### src/common/core_pkg.sv
`default_nettype none

package core_pkg;

	// datapath and address width
	localparam int XLEN = 32;

	// first fetch address after reset
	localparam logic [XLEN-1:0] RESET_PC = 32'h80000000;

	// major opcodes of the executed set
	localparam logic [6:0] OPC_OP_IMM = 7'b0010011;
	localparam logic [6:0] OPC_OP     = 7'b0110011;
	localparam logic [6:0] OPC_LUI    = 7'b0110111;
	localparam logic [6:0] OPC_AUIPC  = 7'b0010111;
	localparam logic [6:0] OPC_JAL    = 7'b1101111;
	localparam logic [6:0] OPC_JALR   = 7'b1100111;
	localparam logic [6:0] OPC_SYSTEM = 7'b1110011;

	// only system word that is accepted
	localparam logic [31:0] EBREAK_WORD = 32'h00100073;

	// alu operation codes
	localparam logic [3:0] ALU_ADD    = 4'd0;
	localparam logic [3:0] ALU_SUB    = 4'd1;
	localparam logic [3:0] ALU_SLL    = 4'd2;
	localparam logic [3:0] ALU_SLT    = 4'd3;
	localparam logic [3:0] ALU_SLTU   = 4'd4;
	localparam logic [3:0] ALU_XOR    = 4'd5;
	localparam logic [3:0] ALU_SRL    = 4'd6;
	localparam logic [3:0] ALU_SRA    = 4'd7;
	localparam logic [3:0] ALU_OR     = 4'd8;
	localparam logic [3:0] ALU_AND    = 4'd9;
	// operand b straight through, used by lui
	localparam logic [3:0] ALU_PASS_B = 4'd10;

	// r-format view, also carries the j immediate bits
	typedef struct packed {
		logic [6:0] funct7;
		logic [4:0] rs2;
		logic [4:0] rs1;
		logic [2:0] funct3;
		logic [4:0] rd;
		logic [6:0] opcode;
	} inst_r_t;

	// i-format view
	typedef struct packed {
		logic [11:0] imm12;
		logic [4:0]  rs1;
		logic [2:0]  funct3;
		logic [4:0]  rd;
		logic [6:0]  opcode;
	} inst_i_t;

	// u-format view
	typedef struct packed {
		logic [19:0] imm20;
		logic [4:0]  rd;
		logic [6:0]  opcode;
	} inst_u_t;

	// one fetched word, three ways of reading it
	typedef union packed {
		inst_r_t r;
		inst_i_t i;
		inst_u_t u;
	} inst_u;

	// decoder to execute
	typedef struct packed {
		logic [3:0]      alu_op;
		logic            src_a_pc;
		logic            src_b_imm;
		logic            is_jump;
		logic            jump_reg;
		logic            wen;
		logic [4:0]      rd;
		logic [XLEN-1:0] imm;
	} dec_ctrl_t;

	// retire trace entry
	typedef struct packed {
		logic            valid;
		logic [4:0]      rd;
		logic [XLEN-1:0] data;
	} commit_t;

endpackage

`default_nettype wire

### src/hdl/pc_reg.sv
`timescale 1ns/100ps
`default_nettype none

module pc_reg (
	input  logic                      clk,
	input  logic                      rst,
	input  logic [core_pkg::XLEN-1:0] next_pc_i,
	input  logic                      halt_i,
	output logic [core_pkg::XLEN-1:0] pc_o,
	output logic                      halted_o
);

	// one instruction retires per edge
	always_ff @(posedge clk) begin
		if (!rst) begin
			pc_o     <= core_pkg::RESET_PC;
			halted_o <= 1'b0;
		end else if (!halted_o) begin
			if (halt_i) begin
				// ebreak retiring so the pc parks on it
				halted_o <= 1'b1;
			end else begin
				pc_o <= next_pc_i;
			end
		end
	end

	// fetch address must stay word aligned
	a_pc_aligned: assert property (
		@(posedge clk) disable iff (!rst)
		pc_o[1:0] == 2'b00
	);

endmodule

`default_nettype wire

### src/hdl/regfile.sv
`timescale 1ns/100ps
`default_nettype none

module regfile (
	input  logic                      clk,
	input  logic                      rst,
	input  logic [4:0]                raddr1_i,
	input  logic [4:0]                raddr2_i,
	input  logic                      wen_i,
	input  logic [4:0]                waddr_i,
	input  logic [core_pkg::XLEN-1:0] wdata_i,
	output logic [core_pkg::XLEN-1:0] rdata1_o,
	output logic [core_pkg::XLEN-1:0] rdata2_o
);

	// x0 has a slot that is never written
	logic [core_pkg::XLEN-1:0] regs [0:31];

	always_ff @(posedge clk) begin
		if (!rst) begin
			for (int i = 0; i < 32; i++) begin
				regs[i] <= '0;
			end
		end else if (wen_i && (waddr_i != 5'd0)) begin
			// writes to x0 just fall away
			regs[waddr_i] <= wdata_i;
		end
	end

	// combinational reads
	assign rdata1_o = regs[raddr1_i];
	assign rdata2_o = regs[raddr2_i];

	// x0 reads as zero on both ports
	a_x0_zero: assert property (
		@(posedge clk) disable iff (!rst)
		((raddr1_i != 5'd0) || (rdata1_o == '0)) &&
		((raddr2_i != 5'd0) || (rdata2_o == '0))
	);

endmodule

`default_nettype wire

### src/decode/decoder.sv
`timescale 1ns/100ps
`default_nettype none

module decoder (
	input  core_pkg::inst_u     inst_i,
	output logic [4:0]          rs1_o,
	output logic [4:0]          rs2_o,
	output core_pkg::dec_ctrl_t ctrl_o,
	output logic                invalid_o,
	output logic                ebreak_o
);

	logic [core_pkg::XLEN-1:0] imm_i_type;
	logic [core_pkg::XLEN-1:0] imm_u_type;
	logic [core_pkg::XLEN-1:0] imm_j_type;
	logic                      legal;
	// funct7 of plain and alternate forms
	logic                      f7_zero;
	logic                      f7_alt;

	// funct3 to alu op with alt picking sub or sra
	function automatic logic [3:0] alu_from_funct3(input logic [2:0] funct3, input logic alt);
		case (funct3)
			3'b000: alu_from_funct3 = alt ? core_pkg::ALU_SUB : core_pkg::ALU_ADD;
			3'b001: alu_from_funct3 = core_pkg::ALU_SLL;
			3'b010: alu_from_funct3 = core_pkg::ALU_SLT;
			3'b011: alu_from_funct3 = core_pkg::ALU_SLTU;
			3'b100: alu_from_funct3 = core_pkg::ALU_XOR;
			3'b101: alu_from_funct3 = alt ? core_pkg::ALU_SRA : core_pkg::ALU_SRL;
			3'b110: alu_from_funct3 = core_pkg::ALU_OR;
			default: alu_from_funct3 = core_pkg::ALU_AND;
		endcase
	endfunction

	// register addresses sit at fixed bits
	assign rs1_o = inst_i.r.rs1;
	assign rs2_o = inst_i.r.rs2;

	// sign extended i immediate
	assign imm_i_type = {{20{inst_i.i.imm12[11]}}, inst_i.i.imm12};
	assign imm_u_type = {inst_i.u.imm20, 12'b0};
	// j immediate gathered from the r view fields
	assign imm_j_type = {{12{inst_i.r.funct7[6]}}, inst_i.r.rs1, inst_i.r.funct3,
		inst_i.r.rs2[0], inst_i.r.funct7[5:0], inst_i.r.rs2[4:1], 1'b0};

	assign f7_zero = (inst_i.r.funct7 == 7'b0000000);
	assign f7_alt  = (inst_i.r.funct7 == 7'b0100000);

	assign ebreak_o = (inst_i == core_pkg::EBREAK_WORD);

	always_comb begin
		ctrl_o    = '0;
		ctrl_o.rd = inst_i.r.rd;
		legal     = 1'b0;
		case (inst_i.r.opcode)
			core_pkg::OPC_OP_IMM: begin
				ctrl_o.alu_op    = alu_from_funct3(inst_i.i.funct3,
					(inst_i.i.funct3 == 3'b101) & inst_i.r.funct7[5]);
				ctrl_o.src_b_imm = 1'b1;
				ctrl_o.imm       = imm_i_type;
				ctrl_o.wen       = 1'b1;
				// shift amounts leave funct7 for the shift kind
				case (inst_i.i.funct3)
					3'b001:  legal = f7_zero;
					3'b101:  legal = f7_zero | f7_alt;
					default: legal = 1'b1;
				endcase
			end
			core_pkg::OPC_OP: begin
				ctrl_o.alu_op = alu_from_funct3(inst_i.r.funct3, inst_i.r.funct7[5]);
				ctrl_o.wen    = 1'b1;
				// alternate funct7 only for sub and sra
				legal = f7_zero |
					(f7_alt & ((inst_i.r.funct3 == 3'b000) | (inst_i.r.funct3 == 3'b101)));
			end
			core_pkg::OPC_LUI: begin
				ctrl_o.alu_op    = core_pkg::ALU_PASS_B;
				ctrl_o.src_b_imm = 1'b1;
				ctrl_o.imm       = imm_u_type;
				ctrl_o.wen       = 1'b1;
				legal            = 1'b1;
			end
			core_pkg::OPC_AUIPC: begin
				ctrl_o.alu_op    = core_pkg::ALU_ADD;
				ctrl_o.src_a_pc  = 1'b1;
				ctrl_o.src_b_imm = 1'b1;
				ctrl_o.imm       = imm_u_type;
				ctrl_o.wen       = 1'b1;
				legal            = 1'b1;
			end
			core_pkg::OPC_JAL: begin
				// link value comes from execute
				ctrl_o.is_jump = 1'b1;
				ctrl_o.imm     = imm_j_type;
				ctrl_o.wen     = 1'b1;
				legal          = 1'b1;
			end
			core_pkg::OPC_JALR: begin
				ctrl_o.is_jump  = 1'b1;
				ctrl_o.jump_reg = 1'b1;
				ctrl_o.imm      = imm_i_type;
				ctrl_o.wen      = 1'b1;
				legal           = (inst_i.i.funct3 == 3'b000);
			end
			// ebreak writes nothing
			core_pkg::OPC_SYSTEM: legal = ebreak_o;
			default: legal = 1'b0;
		endcase
		// illegal word retires as a no-op
		if (!legal) begin
			ctrl_o.wen     = 1'b0;
			ctrl_o.is_jump = 1'b0;
		end
		invalid_o = ~legal;
	end

endmodule

`default_nettype wire

### src/hdl/alu_exec.sv
`timescale 1ns/100ps
`default_nettype none

module alu_exec (
	input  logic                      rst,
	input  logic                      halted_i,
	input  logic [core_pkg::XLEN-1:0] pc_i,
	input  core_pkg::dec_ctrl_t       ctrl_i,
	input  logic [core_pkg::XLEN-1:0] rs1_data_i,
	input  logic [core_pkg::XLEN-1:0] rs2_data_i,
	input  logic                      ebreak_i,
	output logic                      reg_wen_o,
	output logic [4:0]                reg_waddr_o,
	output logic [core_pkg::XLEN-1:0] reg_wdata_o,
	output logic [core_pkg::XLEN-1:0] next_pc_o,
	output logic                      halt_o,
	output core_pkg::commit_t         commit_o
);

	logic [core_pkg::XLEN-1:0] op_a;
	logic [core_pkg::XLEN-1:0] op_b;
	logic [core_pkg::XLEN-1:0] alu_res;
	logic [core_pkg::XLEN-1:0] pc_plus4;
	logic [core_pkg::XLEN-1:0] jump_target;

	// operand muxes
	assign op_a = ctrl_i.src_a_pc ? pc_i : rs1_data_i;
	assign op_b = ctrl_i.src_b_imm ? ctrl_i.imm : rs2_data_i;

	always_comb begin
		case (ctrl_i.alu_op)
			core_pkg::ALU_ADD:    alu_res = op_a + op_b;
			core_pkg::ALU_SUB:    alu_res = op_a - op_b;
			core_pkg::ALU_SLL:    alu_res = op_a << op_b[4:0];
			core_pkg::ALU_SLT:    alu_res = {31'b0, $signed(op_a) < $signed(op_b)};
			core_pkg::ALU_SLTU:   alu_res = {31'b0, op_a < op_b};
			core_pkg::ALU_XOR:    alu_res = op_a ^ op_b;
			core_pkg::ALU_SRL:    alu_res = op_a >> op_b[4:0];
			core_pkg::ALU_SRA:    alu_res = $signed(op_a) >>> op_b[4:0];
			core_pkg::ALU_OR:     alu_res = op_a | op_b;
			core_pkg::ALU_AND:    alu_res = op_a & op_b;
			core_pkg::ALU_PASS_B: alu_res = op_b;
			default:              alu_res = '0;
		endcase
	end

	// sequential fetch address and link value
	assign pc_plus4 = pc_i + 32'd4;

	// jalr drops bit 0 of rs1 + imm
	assign jump_target = ctrl_i.jump_reg ?
		((rs1_data_i + ctrl_i.imm) & ~32'd1) : (pc_i + ctrl_i.imm);

	assign next_pc_o = ctrl_i.is_jump ? jump_target : pc_plus4;
	assign halt_o    = ebreak_i;

	// write-back blocked in reset and after halt
	assign reg_wen_o   = ctrl_i.wen & rst & ~halted_i;
	assign reg_waddr_o = ctrl_i.rd;
	assign reg_wdata_o = ctrl_i.is_jump ? pc_plus4 : alu_res;

	// trace shows only writes that land
	assign commit_o.valid = reg_wen_o & (ctrl_i.rd != 5'd0);
	assign commit_o.rd    = reg_waddr_o;
	assign commit_o.data  = reg_wdata_o;

endmodule

`default_nettype wire

### src/hdl/core_top.sv
`timescale 1ns/100ps
`default_nettype none

module core_top (
	input  logic                      clk,
	input  logic                      rst,
	input  logic [core_pkg::XLEN-1:0] inst_i,
	output logic [core_pkg::XLEN-1:0] pc_o,
	output logic                      invalid_o,
	output logic                      halt_o,
	output core_pkg::commit_t         commit_o
);

	// decode side
	logic [4:0]                rs1_addr;
	logic [4:0]                rs2_addr;
	core_pkg::dec_ctrl_t       id_ctrl;
	logic                      id_ebreak;

	// register file read data
	logic [core_pkg::XLEN-1:0] rs1_data;
	logic [core_pkg::XLEN-1:0] rs2_data;

	// write-back and pc control
	logic                      wb_wen;
	logic [4:0]                wb_waddr;
	logic [core_pkg::XLEN-1:0] wb_wdata;
	logic [core_pkg::XLEN-1:0] next_pc;
	logic                      ex_halt;

	pc_reg i_pc_reg (
		.clk       (clk),
		.rst       (rst),
		.next_pc_i (next_pc),
		.halt_i    (ex_halt),
		.pc_o      (pc_o),
		.halted_o  (halt_o)
	);

	decoder i_decoder (
		.inst_i    (inst_i),
		.rs1_o     (rs1_addr),
		.rs2_o     (rs2_addr),
		.ctrl_o    (id_ctrl),
		.invalid_o (invalid_o),
		.ebreak_o  (id_ebreak)
	);

	regfile i_regfile (
		.clk      (clk),
		.rst      (rst),
		.raddr1_i (rs1_addr),
		.raddr2_i (rs2_addr),
		.wen_i    (wb_wen),
		.waddr_i  (wb_waddr),
		.wdata_i  (wb_wdata),
		.rdata1_o (rs1_data),
		.rdata2_o (rs2_data)
	);

	// execute and write-back in the same cycle
	alu_exec i_alu_exec (
		.rst         (rst),
		.halted_i    (halt_o),
		.pc_i        (pc_o),
		.ctrl_i      (id_ctrl),
		.rs1_data_i  (rs1_data),
		.rs2_data_i  (rs2_data),
		.ebreak_i    (id_ebreak),
		.reg_wen_o   (wb_wen),
		.reg_waddr_o (wb_waddr),
		.reg_wdata_o (wb_wdata),
		.next_pc_o   (next_pc),
		.halt_o      (ex_halt),
		.commit_o    (commit_o)
	);

endmodule

`default_nettype wire

### config.mk
export PLATFORM = sky130hd
export DESIGN_NAME = core_top
export DESIGN_NICKNAME = d
export VERILOG_FILES = /design/src/common/core_pkg.sv /design/src/hdl/pc_reg.sv /design/src/hdl/regfile.sv /design/src/decode/decoder.sv /design/src/hdl/alu_exec.sv /design/src/hdl/core_top.sv
export SDC_FILE = /design/constraint.sdc
export NUM_CORES = 2
export LEC_CHECK = 0
export BUFFER_PORTS_ARGS = -buffer_cell sky130_fd_sc_hd__buf_2
export CAP_MARGIN = 20
export CORE_MARGIN = 1
export CORE_UTILIZATION = 35
export DETAILED_ROUTE_END_ITERATION = 8
export GPL_TIMING_DRIVEN = 0
export PLACE_DENSITY = 0.62
export RECOVER_POWER = 50
export SYNTH_ARGS = -nofsm -noshare
export SYNTH_HDL_FRONTEND = slang
export SYNTH_HIERARCHICAL = 1
export SYNTH_SLANG_ARGS = --single-unit
### constraint.sdc
create_clock -name clk -period 6.8 [get_ports clk]
set_clock_uncertainty 0.15 [all_clocks]
set_input_delay 1.02 -clock clk [delete_from_list [all_inputs] [get_ports clk]]
set_output_delay 1.02 -clock clk [all_outputs]
set_load 0.02 [all_outputs]
# ---- Yosys cells after proc, flatten, opt, wreduce, memory -nomap -nowiden
# Memories as Yosys holds them, arrays and structs flattened.
# Index checks and enable logic that the tools add are counted.
dict set report totals {
  register_bits 33
  ram_bits 1024
  in_bits 34
  mem_count 1
}
dict set report op_classes {
  n_addsub 5
  magnitude_cmp 2
  eq_ne 25
  shift 3
  n_mux 32
  bitwise_logic 14
  reduce_logical 13
}
# memory depth word_bits rd rd_ports_with_merged_regs wr line
set memory_table {}
lappend memory_table {i_regfile.regs 32 32 2 0 32 regfile.sv:17} ;# logic [core_pkg::XLEN-1:0] regs [0:31];
# operator n
set op_table {}
lappend op_table {{$pmux W32 S11} 1}
lappend op_table {{$mux W32} 6}
lappend op_table {{$add A32 B32 Y32} 3}
lappend op_table {{$pmux W32 S3} 1}
lappend op_table {{$lt A32 B32 Y1} 2}
lappend op_table {{$pmux W4 S7} 2}
lappend op_table {{$add A32 B3 Y32 const B} 1}
lappend op_table {{$and A32 B32 Y32} 1}
lappend op_table {{$eq A32 B21 Y1 const B} 1}
lappend op_table {{$or A32 B32 Y32} 1}
lappend op_table {{$reduce_or A32 Y1} 1}
lappend op_table {{$shl A32 B5 Y32} 1}
lappend op_table {{$shr A32 B5 Y32} 1}
lappend op_table {{$sshr A32 B5 Y32} 1}
lappend op_table {{$sub A32 B32 Y32} 1}
lappend op_table {{$xor A32 B32 Y32} 1}
lappend op_table {{$eq A7 B6 Y1 const B} 3}
lappend op_table {{$eq A7 B7 Y1 const B} 3}
lappend op_table {{$mux W1} 18}
lappend op_table {{$eq A4 B3 Y1 const B} 4}
lappend op_table {{$eq A7 B5 Y1 const B} 2}
lappend op_table {{$eq A4 B4 Y1 const B} 3}
lappend op_table {{$pmux W4 S3} 1}
lappend op_table {{$eq A3 B3 Y1 const B} 3}
lappend op_table {{19 further kinds} 32}

# ---- Logic depth before layout (Yosys ltp)
dict set report logic_depth {
  depth_word 14
  depth_mapped 30
  ltp_nobuf 22
}

# ---- Hierarchy
# Netlist, hierarchy kept.
# module instances cells_per_inst area_each_um2
set modules_own_cells {}
lappend modules_own_cells {regfile 1 4609 55717.2}
lappend modules_own_cells {alu_exec 1 2187 14054.7}
lappend modules_own_cells {pc_reg 1 147 1403.8}
lappend modules_own_cells {decoder 1 113 755.7}

# ---- Worst setup path before layout
# Ideal clock, no wire load.
dict set report synth_path {
  kind {input to output}
  from {in inst_i[21] in the netlist's numbering}
  to {out commit_o[26] in the netlist's numbering}
  arrival_time_ns 6.065
  required_time_ns 5.630
  slack_ns -0.435
  stages 26
  path_cell_list {buf_4 buf_2 buf_6 buf_2 buf_2 mux2i_1 nand2_1 nand3_1 nand3_1 mux2i_1 clkbuf_1 buf_2 buf_1 ha_1 buf_2 nor2b_1 o211ai_1 a211oi_1 o41ai_2 o41a_1 o211a_4 o31a_1 o22a_1 a21oi_1 nor3_1 o21ai_1}
}
# item line
set synth_rtl {}
lappend synth_rtl {{start, declared} core_top.sv:7} ;# input logic [core_pkg::XLEN-1:0] inst_i,
lappend synth_rtl {{end, declared} core_top.sv:11} ;# output core_pkg::commit_t commit_o

==> impl_metrics.env <==
export IMPL_run_status="finished with violations"
export IMPL_violations="max-capacitance violations, max-slew violations, negative setup slack"
export IMPL_synth_cells=7056
export IMPL_fp_row_count=166
export IMPL_first_pass_iters=7
export IMPL_min_path_type="reg -> reg"
export IMPL_clock_path_buffers=3
export IMPL_syn_area_um2=71900
export IMPL_dieHeight_um=455
export IMPL_drc=0
export IMPL_switching_share=0.378
export IMPL_tritoncts="built"
export IMPL_dieArea_um2=207000
export IMPL_crit_arrival_ps=6670
export IMPL_cts_root_buffer="clkbuf_16"
export IMPL_wl_per_cell_um=33.4
export IMPL_power_density_nw_per_um2=247
export IMPL_coreArea_um2=204000
export IMPL_routed_wl_mm=348
export IMPL_ys_seq_elements=1057
export IMPL_grt_max_degree=33
export IMPL_clk_pin_slew_ps=50
export IMPL_slowest_delay_ps=460
export IMPL_start_util=0.352
export IMPL_leakage_nw=36.0
export IMPL_synth_top_flop_cell="edfxtp_1"
export IMPL_synth_avg_cell_area_um2=10.2
export IMPL_layout_nets=7852
export IMPL_dp_cells=9931
export IMPL_postRouteAntennaNets=0
export IMPL_p_int_mw=13.6
export IMPL_cts_buffers=110
export IMPL_viasPerCell=6.15
export IMPL_worst_setup_path_start_kind="input pin"
export IMPL_first_global_vias=60172
export IMPL_period_share=1.15
export IMPL_io_pins=106
export IMPL_layout_setup_ws_ps=-1040
export IMPL_yosys_warnings=6
export IMPL_synthArstFlopShare=0
export IMPL_clkSinkCount=1057
export IMPL_whs_ps=574
export IMPL_p_seq_frac=0.343
export IMPL_critical_path_slowest_cell="nor4_4"
export IMPL_yosysUniqueCellTypes=106
export IMPL_path_class="in -> out"
export IMPL_hold_viol=0
export IMPL_die_x_um=455
export IMPL_worstPathRequired_ps=5630
export IMPL_dr_total_vias=64150
export IMPL_dpl_hpwl_mm=270
export IMPL_grt_total_usage=0.323
export IMPL_endpoint_kind="output pin"
export IMPL_clock_latency_ps=800
export IMPL_cp_max_fo=10
export IMPL_setup_violations=649
export IMPL_drive_above_1_share=0.207
export IMPL_peakVddDrop_mv=0.234
export IMPL_antenna_found_initial=17
export IMPL_grt_overflow_total=0
export IMPL_maxSlewHeadroom=-0.714
export IMPL_fin_cells=10439
export IMPL_io_buffers=103
export IMPL_clock_fmax_mhz=128
export IMPL_grt_pass1_wl_mm=470
export IMPL_worst_pin_slew_ps=2570
export IMPL_drt_iter0_drc=9380
export IMPL_rsz0062_at_grt="true"
export IMPL_gp_congestion=1.05
export IMPL_p_switching_mw=8.28
export IMPL_cap_violations=9
export IMPL_synth_edf_count=1024
export IMPL_power_share_clock=0.292
export IMPL_comb_power_share=0.366
export IMPL_area_growth_pct=23.5
export IMPL_maxSlewViolCount=133
export IMPL_htreeDepth=3
export IMPL_fin_crit_ps=7840
export IMPL_synth_yosys_seq_area_share=0.437
-- cells in the final DEF (no fill, tap or decap), types with 54 or more instances in the layout --
cell,netlist,routed
mux2i_1,1118,1047
edfxtp_1,1024,1024
and2_1,1023,1017
nand2_1,451,449
a21oi_1,409,379
buf_4,125,358
clkbuf_1,350,272
nor2_1,282,266
a22oi_1,216,196
ha_1,166,147
o21ai_0,181,128
a22o_1,140,127
clkbuf_16,0,122
nand3_1,241,119
clkbuf_2,18,103
buf_2,124,101
nor3_1,106,92
inv_1,108,89
buf_12,0,88
buf_6,10,88
nand3_2,0,70
o211ai_1,63,63
a21o_1,63,63
o21ai_1,34,58
a31oi_1,88,57
xnor2_1,55,54
-- synth_stat cells, drive strengths merged (29+ instances only) --
master     n  area share
o22ai     47      0.0041
a22oi    216       0.023
inv      115      0.0060
o21ai    245       0.019
clkbuf   368       0.020
buf      301       0.025
a21o      64      0.0067
nor2     295       0.016
dfxtp     33      0.0092
a31oi     90      0.0081
a221oi    29      0.0039
xnor2     55      0.0067
o211ai    67      0.0073
nand2    452       0.024
edfxtp  1024        0.43
xor2      31      0.0038
a211oi    43      0.0046
mux2i   1122        0.16
nor3     106      0.0074
nand3    241       0.017
ha       166       0.029
nand2b    34      0.0030
a21oi    411       0.029
and2    1023       0.089
a22o     140       0.017
-- critical path: cells and delay by family --
kind	cells	cell delay, ps
fa+ha+maj	1	350
buf+inv	8	1470
simple gates	6	1300
compound gates	9	1930
mux	2	570
-- routing by layer --
layer | GRT usage | vias to the layer above | share of wire
li1 | - | 27097 | -
met1 | 0.431 | 31968 | 0.39
met2 | 0.474 | 4190 | 0.42
met3 | 0.0770 | 881 | 0.12
met4 | 0.186 | 14 | 0.072
met5 | 0 | - | 0.00083
-- power by group through the flow --
stage	Sequential, mW	Clock [mW]	Combinational (mW)
floorplan	7.60	0	3.27
global placement	7.66	0	6.07
detailed placement	7.62	0	6.20
CTS	7.49	6.44	6.96
global route	7.52	6.66	8.11
finish	7.50	6.39	8.01
-- cell families (layout without fill, tap and decap cells) --
| logic type | count (synthesis) | in the layout | share of synthesized area |
|---|---|---|---|
| buffers and inverters | 785 | 1438 | 0.0510 |
| multiplexers | 1137 | 1137 | 0.159 |
| adder cells (fa/ha/maj) | 170 | 170 | 0.0300 |
| AND/OR/NAND/NOR | 2296 | 2296 | 0.170 |
| other | 1 | 43 | 0.0000521 |
| XOR/XNOR | 86 | 86 | 0.0105 |
| AO/OA/AOI/OAI | 1524 | 1524 | 0.143 |
| flip-flops | 1057 | 1057 | 0.437 |
-- flip-flops by register name (all words and copies together) (netlist names) --
name / count
i_regfile/regs: 1024
i_pc_reg/pc_o: 32
i_pc_reg/halted_o: 1
-- what timing repair did --
action | in CTS | in global routing
hold buffers | 0 | 0
setup endpoints to repair | 1026 | 447
pin swaps | 82 | 129
setup buffers | 122 | 184
gates resized for setup | 953 | 580
gates cloned | 2 | 5
-- path summary, 6_finish.rpt --
check             cells past startpoint  slack [ps]                             endpoint                               start
hold / removal                        2         570       i_pc_reg/pc_o[27]$_SDFFE_PN0P_        i_pc_reg/halted_o$_SDFF_PN0_
setup / recovery                     26       -1040                         commit_o[31]                          inst_i[22]
hold reg to reg                       2         570       i_pc_reg/pc_o[27]$_SDFFE_PN0P_        i_pc_reg/halted_o$_SDFF_PN0_
setup reg to reg                     28         310  i_regfile/regs[3][26]$_SDFFCE_PN0P_  i_regfile/regs[2][0]$_SDFFCE_PN0P_
-- per-stage QoR --
step                      power, mW  setup slack, ps   TNS, ps  area (µm²)  utilization
after detailed placement       13.8            -4540  -3598610       77300        0.378
after floorplan                10.9            -82.9     -82.9       72100            -
after CTS                      20.9             -863    -22150       86000        0.421
final                          21.9            -1040    -96530       88800        0.435
after global routing           22.3             -991    -39590       88800        0.434
after global placement         13.7            -5070  -7111340       76000        0.372
-- area by class of cell --
type | count | area, µm²
Buffer | 656 | 5080
Antenna cell | 11 | 27.5
Clock buffer | 129 | 2850
Inverter | 116 | 472
Timing Repair Buffer | 462 | 4120
Fill cell | 19413 | 116000
Clock inverter | 75 | 906
Multi-Input combinational cell | 5245 | 40600
Sequential cell | 1057 | 31400
Tap cell | 2688 | 3360
Power figures use the tool's default switching activity.
